$ cat config.mk
export PLATFORM = sky130hd
export DESIGN_NAME = dotp_top
export DESIGN_NICKNAME = d
export VERILOG_FILES = /design/src/dotp_pkg.sv /design/src/dotp_decode.sv /design/src/dotp_mac_pipe.sv /design/src/dotp_result.sv /design/src/dotp_top.sv
export VERILOG_INCLUDE_DIRS = /design/src
export SDC_FILE = /design/constraint.sdc
export NUM_CORES = 2
export LEC_CHECK = 0
export ABC_AREA = 1
export BUFFER_PORTS_ARGS = -buffer_cell sky130_fd_sc_hd__clkbuf_2
export CAP_MARGIN = 15
export CORE_MARGIN = 1
export CORE_UTILIZATION = 45
export CTS_CLUSTER_SIZE = 8
export DETAILED_ROUTE_END_ITERATION = 12
export PLACE_DENSITY = 0.68
export SETUP_SLACK_MARGIN = 0.15
export SYNTH_ARGS = -nofsm -noshare
export SYNTH_HDL_FRONTEND = slang
export SYNTH_SLANG_ARGS = --single-unit
$ cat constraint.sdc
create_clock -name clk -period 7.6 [get_ports clk]
set_input_delay 1.9 -clock clk [delete_from_list [all_inputs] [get_ports clk]]
set_output_delay 1.9 -clock clk [all_outputs]
set_load 0.02 [all_outputs]
$ cat src/dotp_cfg.svh
// Build-time widths, depths and latency for the dot-product unit
// Included by the package and by every module that sizes logic from these values
`ifndef DOTP_CFG_SVH
`define DOTP_CFG_SVH

// ==================================================
// Data path
// ==================================================

// Element, product, sum and result width
`define DOTP_WIDTH 16

// Elements per command, taken as four adjacent pairs
`define DOTP_LANES 8

// ==================================================
// Timing and buffering
// ==================================================

// Registered stages from issue to the pipeline valid output
`define DOTP_MAC_LATENCY 4

// Result buffer entries, which also sets the credit pool
`define DOTP_FIFO_DEPTH 8

`endif

$ cat src/dotp_pkg.sv
// Shared types and opcode values for the dot-product unit
// Referenced by scoped name from the decode, pipeline, result and top modules
`default_nettype none

`include "dotp_cfg.svh"

package dotp_pkg;

   // ==================================================
   // Data types
   // ==================================================

   // One element, one product, one partial sum or one result
   typedef logic [`DOTP_WIDTH-1:0] elem_t;

   // All elements of one command, lane 0 in the low bits
   typedef logic [`DOTP_LANES*`DOTP_WIDTH-1:0] lanes_t;

   // Outstanding result counter, must reach the full depth
   typedef logic [$clog2(`DOTP_FIFO_DEPTH+1)-1:0] cnt_t;

   // ==================================================
   // Opcodes
   // ==================================================

   typedef logic [1:0] op_t;

   // Sum goes straight to the result stream
   localparam op_t OP_DOT  = 2'd0;
   // Sum folds into the accumulator, no result
   localparam op_t OP_ACC  = 2'd1;
   // Sum folds in, total is emitted, accumulator clears
   localparam op_t OP_EMIT = 2'd2;

endpackage

`default_nettype wire

$ cat src/dotp_decode.sv
// Command front end of the dot-product unit
// Decodes opcodes, tracks result credits and registers accepted commands onto issue
`timescale 1ns/1ps
`default_nettype none

`include "dotp_cfg.svh"

module dotp_decode (
   input  wire logic            clk,
   input  wire logic            rst,
   input  wire logic            cmd_valid,
   input  wire dotp_pkg::op_t   cmd_op,
   input  wire dotp_pkg::lanes_t cmd_data,
   output logic                 cmd_ready,
   input  wire logic            credit_return,
   output logic                 issue_valid,
   output dotp_pkg::op_t        issue_op,
   output dotp_pkg::lanes_t     issue_data
);

   // ==================================================
   // Opcode decode
   // ==================================================

   dotp_pkg::op_t  op_norm;
   logic           produces;
   logic           accept;
   logic           take_credit;
   logic           room;

   // Results in flight in the pipeline plus results parked in the FIFO
   dotp_pkg::cnt_t outstanding;

   // Reserved value 3 folds onto dot
   always_comb begin
      if (cmd_op == dotp_pkg::OP_ACC || cmd_op == dotp_pkg::OP_EMIT) begin
         op_norm = cmd_op;
      end else begin
         op_norm = dotp_pkg::OP_DOT;
      end
   end

   // Only accumulate stays silent on the result stream
   assign produces = (op_norm != dotp_pkg::OP_ACC);

   // ==================================================
   // Credit check and handshake
   // ==================================================

   // Free FIFO slot guaranteed for every result not yet returned
   assign room = (outstanding < dotp_pkg::cnt_t'(`DOTP_FIFO_DEPTH));

   // Accumulate never needs a slot, so it always passes
   assign cmd_ready   = !produces || room;
   assign accept      = cmd_valid && cmd_ready;
   assign take_credit = accept && produces;

   // Up on a producing accept, down on each pop, both may land together
   always_ff @(posedge clk or posedge rst) begin
      if (rst) begin
         outstanding <= '0;
      end else begin
         case ({take_credit, credit_return})
            2'b10:   outstanding <= outstanding + 1'b1;
            2'b01:   outstanding <= outstanding - 1'b1;
            default: outstanding <= outstanding;
         endcase
      end
   end

   // ==================================================
   // Issue register
   // ==================================================

   always_ff @(posedge clk or posedge rst) begin
      if (rst) begin
         issue_valid <= 1'b0;
      end else begin
         issue_valid <= accept;
      end
   end

   // Payload only moves on an accepted command
   always_ff @(posedge clk) begin
      if (accept) begin
         issue_op   <= op_norm;
         issue_data <= cmd_data;
      end
   end

endmodule

`default_nettype wire

$ cat src/dotp_mac_pipe.sv
// Four-stage pair-multiply and adder-tree pipeline, never stalls
// Input register, four products, two partial sums, final sum, all wrapping
`timescale 1ns/1ps
`default_nettype none

`include "dotp_cfg.svh"

module dotp_mac_pipe (
   input  wire logic             clk,
   input  wire logic             rst,
   input  wire logic             issue_valid,
   input  wire dotp_pkg::lanes_t issue_data,
   output logic                  mac_valid,
   output dotp_pkg::elem_t       mac_sum
);

   localparam int W     = `DOTP_WIDTH;
   localparam int PAIRS = `DOTP_LANES / 2;

   // ==================================================
   // Data stages
   // ==================================================

   dotp_pkg::lanes_t in_r;
   dotp_pkg::elem_t  prod_r [PAIRS];
   dotp_pkg::elem_t  part_r [2];
   dotp_pkg::elem_t  sum_r;

   // Validity of each stage, one bit per register level
   logic [`DOTP_MAC_LATENCY-1:0] valid_d;

   // Data registers run freely, bubbles are tracked by valid_d
   always_ff @(posedge clk) begin
      // Stage 1
      in_r <= issue_data;

      // Stage 2, adjacent lanes multiplied and truncated
      for (int i = 0; i < PAIRS; i++) begin
         prod_r[i] <= dotp_pkg::elem_t'(in_r[(2*i)*W +: W] * in_r[(2*i+1)*W +: W]);
      end

      // Stage 3, first adder level
      part_r[0] <= prod_r[0] + prod_r[1];
      part_r[1] <= prod_r[2] + prod_r[3];

      // Stage 4, tree root
      sum_r <= part_r[0] + part_r[1];
   end

   // ==================================================
   // Valid delay line
   // ==================================================

   always_ff @(posedge clk or posedge rst) begin
      if (rst) begin
         valid_d <= '0;
      end else begin
         valid_d[0] <= issue_valid;
         for (int i = 1; i < `DOTP_MAC_LATENCY; i++) begin
            valid_d[i] <= valid_d[i-1];
         end
      end
   end

   // Last stage marks a finished sum
   assign mac_valid = valid_d[`DOTP_MAC_LATENCY-1];
   assign mac_sum   = sum_r;

endmodule

`default_nettype wire

$ cat src/dotp_result.sv
// Back end of the dot-product unit with accumulator and result FIFO
// Aligns opcodes with pipeline sums, buffers results and returns one credit per pop
`timescale 1ns/1ps
`default_nettype none

`include "dotp_cfg.svh"

module dotp_result (
   input  wire logic            clk,
   input  wire logic            rst,
   input  wire logic            issue_valid,
   input  wire dotp_pkg::op_t   issue_op,
   input  wire logic            mac_valid,
   input  wire dotp_pkg::elem_t mac_sum,
   output logic                 res_valid,
   input  wire logic            res_ready,
   output dotp_pkg::elem_t      res_data,
   output logic                 credit_return
);

   localparam int DEPTH = `DOTP_FIFO_DEPTH;
   localparam int PTR_W = $clog2(DEPTH);

   // ==================================================
   // Opcode alignment
   // ==================================================

   dotp_pkg::op_t op_d [`DOTP_MAC_LATENCY];
   dotp_pkg::op_t op_aligned;

   // Idle issue slots carry dot, which leaves the accumulator alone
   always_ff @(posedge clk or posedge rst) begin
      if (rst) begin
         for (int i = 0; i < `DOTP_MAC_LATENCY; i++) begin
            op_d[i] <= dotp_pkg::OP_DOT;
         end
      end else begin
         op_d[0] <= issue_valid ? issue_op : dotp_pkg::OP_DOT;
         for (int i = 1; i < `DOTP_MAC_LATENCY; i++) begin
            op_d[i] <= op_d[i-1];
         end
      end
   end

   // Same stage count as the pipeline, so this matches mac_sum
   assign op_aligned = op_d[`DOTP_MAC_LATENCY-1];

   // ==================================================
   // Accumulator
   // ==================================================

   dotp_pkg::elem_t acc_r;
   dotp_pkg::elem_t acc_sum;
   dotp_pkg::elem_t fifo_wdata;
   logic            push;
   logic            pop;

   assign acc_sum = acc_r + mac_sum;

   always_ff @(posedge clk or posedge rst) begin
      if (rst) begin
         acc_r <= '0;
      end else if (mac_valid) begin
         if (op_aligned == dotp_pkg::OP_ACC) begin
            acc_r <= acc_sum;
         end else if (op_aligned == dotp_pkg::OP_EMIT) begin
            // Total leaves through the FIFO, next run starts at zero
            acc_r <= '0;
         end
      end
   end

   // Emit sends the new total, dot sends the raw sum
   assign fifo_wdata = (op_aligned == dotp_pkg::OP_EMIT) ? acc_sum : mac_sum;
   assign push       = mac_valid && (op_aligned != dotp_pkg::OP_ACC);

   // ==================================================
   // Result FIFO
   // ==================================================

   dotp_pkg::elem_t mem [DEPTH];
   logic [PTR_W-1:0] wr_ptr;
   logic [PTR_W-1:0] rd_ptr;
   dotp_pkg::cnt_t   count;

   // Credits keep push away from a full buffer
   always_ff @(posedge clk) begin
      if (push) begin
         mem[wr_ptr] <= fifo_wdata;
      end
   end

   always_ff @(posedge clk or posedge rst) begin
      if (rst) begin
         wr_ptr <= '0;
         rd_ptr <= '0;
         count  <= '0;
      end else begin
         if (push) begin
            wr_ptr <= (wr_ptr == PTR_W'(DEPTH-1)) ? '0 : wr_ptr + 1'b1;
         end
         if (pop) begin
            rd_ptr <= (rd_ptr == PTR_W'(DEPTH-1)) ? '0 : rd_ptr + 1'b1;
         end
         case ({push, pop})
            2'b10:   count <= count + 1'b1;
            2'b01:   count <= count - 1'b1;
            default: count <= count;
         endcase
      end
   end

   // Head entry holds still until it is taken
   assign res_valid     = (count != '0);
   assign res_data      = mem[rd_ptr];
   assign pop           = res_valid && res_ready;
   assign credit_return = pop;

endmodule

`default_nettype wire

$ cat src/dotp_top.sv
// Top level of the streaming dot-product unit
// Command stream in, result stream out, credit flow kept internal
`timescale 1ns/1ps
`default_nettype none

module dotp_top (
   input  wire logic             clk,
   input  wire logic             rst,
   // Command stream
   input  wire logic             cmd_valid,
   input  wire dotp_pkg::op_t    cmd_op,
   input  wire dotp_pkg::lanes_t cmd_data,
   output logic                  cmd_ready,
   // Result stream
   output logic                  res_valid,
   input  wire logic             res_ready,
   output dotp_pkg::elem_t       res_data
);

   // ==================================================
   // Internal wires
   // ==================================================

   // Decode to pipeline and result
   logic             issue_valid;
   dotp_pkg::op_t    issue_op;
   dotp_pkg::lanes_t issue_data;

   // Pipeline to result
   logic             mac_valid;
   dotp_pkg::elem_t  mac_sum;

   // One pulse per result handed to the sink
   logic             credit_return;

   dotp_decode u_decode (
      .clk           (clk),
      .rst           (rst),
      .cmd_valid     (cmd_valid),
      .cmd_op        (cmd_op),
      .cmd_data      (cmd_data),
      .cmd_ready     (cmd_ready),
      .credit_return (credit_return),
      .issue_valid   (issue_valid),
      .issue_op      (issue_op),
      .issue_data    (issue_data)
   );

   dotp_mac_pipe u_mac (
      .clk         (clk),
      .rst         (rst),
      .issue_valid (issue_valid),
      .issue_data  (issue_data),
      .mac_valid   (mac_valid),
      .mac_sum     (mac_sum)
   );

   dotp_result u_result (
      .clk           (clk),
      .rst           (rst),
      .issue_valid   (issue_valid),
      .issue_op      (issue_op),
      .mac_valid     (mac_valid),
      .mac_sum       (mac_sum),
      .res_valid     (res_valid),
      .res_ready     (res_ready),
      .res_data      (res_data),
      .credit_return (credit_return)
   );

endmodule

`default_nettype wire

==> reports/qor.txt <==
CTS buffer count: 79
Starting density of the core: 45.5%
Overflow after GRT: 0
Critical Path End Type: register
Number of synthesized register bits: 541
Worst-case setup margin in the final layout: 2330 ps
Post-route DRC violation count: 0
Final period utilization: 69.3%
Drt first-iter violations: 1,094
Ordered list of cells on the worst path: nand2_1, fa_1, fa_1, inv_1, fa_1, ha_1, fa_1, inv_1, fa_1, inv_1, ha_1, a21oi_1, o21ai_0, a21o_1, a21o_1, a21oi_1, xnor2_1
Detailed-route via count: 24.2k
Area of the mapped netlist: 35,300 sq um
Postcts setup bufs: 0
Reported max-cap violation count: 0
Clock tree root buffer cell: sky130_fd_sc_hd__clkbuf_16
Timing-limited maximum frequency: 0.190 GHz
Signal arrival time at the worst endpoint: 5790 ps
Fraction of final layout cells sized beyond drive strength 1: 6.75%
Detailed-route wire length: 72,100 um
Hold Buf Count CTS: 0
Htree depth: 3
Max-slew violation total from the final report: 0
Clock transition at the registers of the reported paths: 60 ps
Wire length of the first global-routing pass: 120,000 um
Seq/Total Area, Yosys: 38.6%
Syn nets: 4,585
Count of fill cells added during filler insertion: 7,273
Count of input and output buffers: 151
Critical path start-end classification: reg -> reg
Combined flip-flop and latch cell area: 13,600 sq um
CTS Buffer Depth: 3
Antenna Diode Count: 0
Residual antenna-violating net count after detailed routing: 0
Count of clock tree sinks: 541
Core Rows: 102
Full die area: 79,600 sq um
Slowest cell on the critical path: sky130_fd_sc_hd__dfxtp_1
Clock tree from TritonCTS: built
Largest incremental delay on the critical path: 640 ps
Final Hold Vio Count: 0
# nets final: 4,711
Clock Latency Late Sink: 630 ps
Area delta synth->final: 11.5%
Data required time at the worst endpoint: 8130 ps
Category of the worst setup path launch point: register
Worst Max-Slew Pin Slew: 1160 ps
Width of the chip: 282 um
Worst hold slack: 326 ps
Avg Vias per Cell: 4.75
Gates resized, CTS repair: 0
Average detailed-routed wire length per instance: 14.2 um
Yosys synthesis warning count: 0
Number of global-route vias before repair: 24.9k
DP Wirelength: 53,000 um
Overall fraction of global-route tracks in use: 18.9%
Final standard cell count with taps included and fillers excluded: 5,083
Multi-input combinational cell area: 18,000 sq um
Unrepaired setup endpoints after global routing: no
Most used cell along the critical path: sky130_fd_sc_hd__fa_1
IO Count: 152
Routability cong.: 0.868
Standard cell core area: 77,600 sq um
Height of the chip: 282 um
Critical path fanouts, max: 15
Type of the worst min-delay path: reg -> reg
Average instance area after synthesis: 9.15 sq um
Final critical path time including I/O delays and setup: 5270 ps
Synth Instances: 3,857
Result of the run: completed
Final setup violation count: 0
Unique masters post-synth: 48
Initial antenna violation count: 0
Maximum number of pins on one net before global-route repair: 129
Total negative setup slack: 0 ps
Cell Count Post-Placement: 4,942
Final setup skew: 34.6 ps
Place WS: 2390 ps
Worst max-slew margin expressed relative to the limit: 22.8%
Total iterations of the first detailed-routing run: 7
==> stage by stage <==
step	area (sq um)	utilization, %
CTS	39400	50.7
floorplan	35300	-
finish	39400	50.7
detailed placement	37000	47.7
global placement	37000	47.7
global route	39400	50.7
==> cell usage after synthesis (all sizes together) <==
cell type	count	area share [%]
o211ai	5	0.11
clkinv	2	0.021
nor4	1	0.018
nand2b	1	0.018
o2111ai	4	0.099
nor3	8	0.11
fa	326	18
nor2	176	1.9
o31ai	4	0.085
dfxtp	240	14
or2	5	0.089
inv	873	9.3
edfxtp	258	22
ha	268	9.5
clkbuf	85	0.93
xnor2	51	1.3
o22ai	16	0.28
nand3b	14	0.30
xor2	92	2.3
dfrtp	43	3.0
nand3	110	1.6
a221oi	1	0.025
nand2	959	10
nand4	7	0.12
a21boi	3	0.064
buf	27	0.39
o21bai	3	0.074
a31oi	22	0.39
o21a	6	0.13
a21oi	107	1.5
a21o	12	0.26
o21ai	124	1.8
and2	1	0.018
a211oi	2	0.043
a311oi	1	0.025
==> final cells by class <==
class | count | share of cell area, %
Clock inverter | 10 | 0.442
Multi-Input combinational cell | 2329 | 45.6
Sequential cell | 541 | 34.6
Clock buffer | 131 | 5.60
Inverter | 875 | 8.35
Tap cell | 1040 | 3.31
Timing Repair Buffer | 157 | 2.07
==> final timing paths <==
| check | from | to | slack, ps | cells after the start |
|---|---|---|---|---|
| max | u_mac.in_r[49] | u_mac.prod_r[1][13] | 2330 | 17 |
| min | u_decode.issue_data[36] | u_mac.in_r[36] | 330 | 0 |
| max reg2reg | u_mac.in_r[49] | u_mac.prod_r[1][13] | 2330 | 17 |
| min reg2reg | u_decode.issue_data[36] | u_mac.in_r[36] | 330 | 0 |
| max in group asynchronous | rst | u_result.rd_ptr[0] | 5440 | 2 |
| min in group asynchronous | rst | u_decode.outstanding[2] | 1490 | 2 |
==> critical path, delay by kind of cell, from the launching register on <==
kind | cells | cell delay (ps)
compound gates | 5 | 910
xor+xnor | 1 | 160
fa+ha+maj | 7 | 3140
buf+inv | 3 | 150
flops | 1 | 640
simple gates | 1 | 160
==> registers in the layout, summed over array words and instances, names as in the netlist, 3 cells and up <==
| signal | count |
|---|---|
| u_decode.issue_data | 128 |
| u_decode.outstanding | 4 |
| u_mac.in_r | 128 |
| u_mac.mac_sum | 16 |
| u_mac.part_r | 32 |
| u_mac.prod_r | 64 |
| u_mac.valid_d | 4 |
| u_result.acc_r | 16 |
| u_result.count | 4 |
| u_result.mem | 128 |
| u_result.op_d | 6 |
| u_result.rd_ptr | 3 |
| u_result.wr_ptr | 3 |
==> routing by layer <==
metal	part of all wire, %	wire (um)	GRT usage (%)
met5	0	0	0
met4	2.1	1530	6.05
met3	4.5	3260	2.92
met2	50	36100	33.7
met1	43	31200	23.3
==> cells in the final DEF, fill, tap and decap left out, types with 22 or more instances in the layout <==
master / instances
sky130_fd_sc_hd__dfrtp_1: 42
sky130_fd_sc_hd__clkbuf_2: 151
sky130_fd_sc_hd__a21oi_1: 107
sky130_fd_sc_hd__a31oi_1: 22
sky130_fd_sc_hd__ha_1: 268
sky130_fd_sc_hd__dfxtp_1: 240
sky130_fd_sc_hd__xor2_1: 92
sky130_fd_sc_hd__nor2_1: 167
sky130_fd_sc_hd__clkbuf_16: 79
sky130_fd_sc_hd__nand2_1: 956
sky130_fd_sc_hd__xnor2_1: 50
sky130_fd_sc_hd__inv_1: 871
sky130_fd_sc_hd__clkbuf_1: 49
sky130_fd_sc_hd__nand3_1: 109
sky130_fd_sc_hd__fa_1: 326
sky130_fd_sc_hd__edfxtp_1: 258
sky130_fd_sc_hd__o21ai_0: 118
==> logic make-up after synthesis <==
logic type,synth area share [%]
and+or+nand+nor,14.3
buffers and inverters,10.6
adders and majority gates,28.0
DFF,38.6
AOI/OAI and AO/OA,4.87
xor gates and xnor gates,3.57
Power is left out: the tool's default activity adds up to more than one toggle a clock period on the data nets, which glitch-free logic cannot reach.
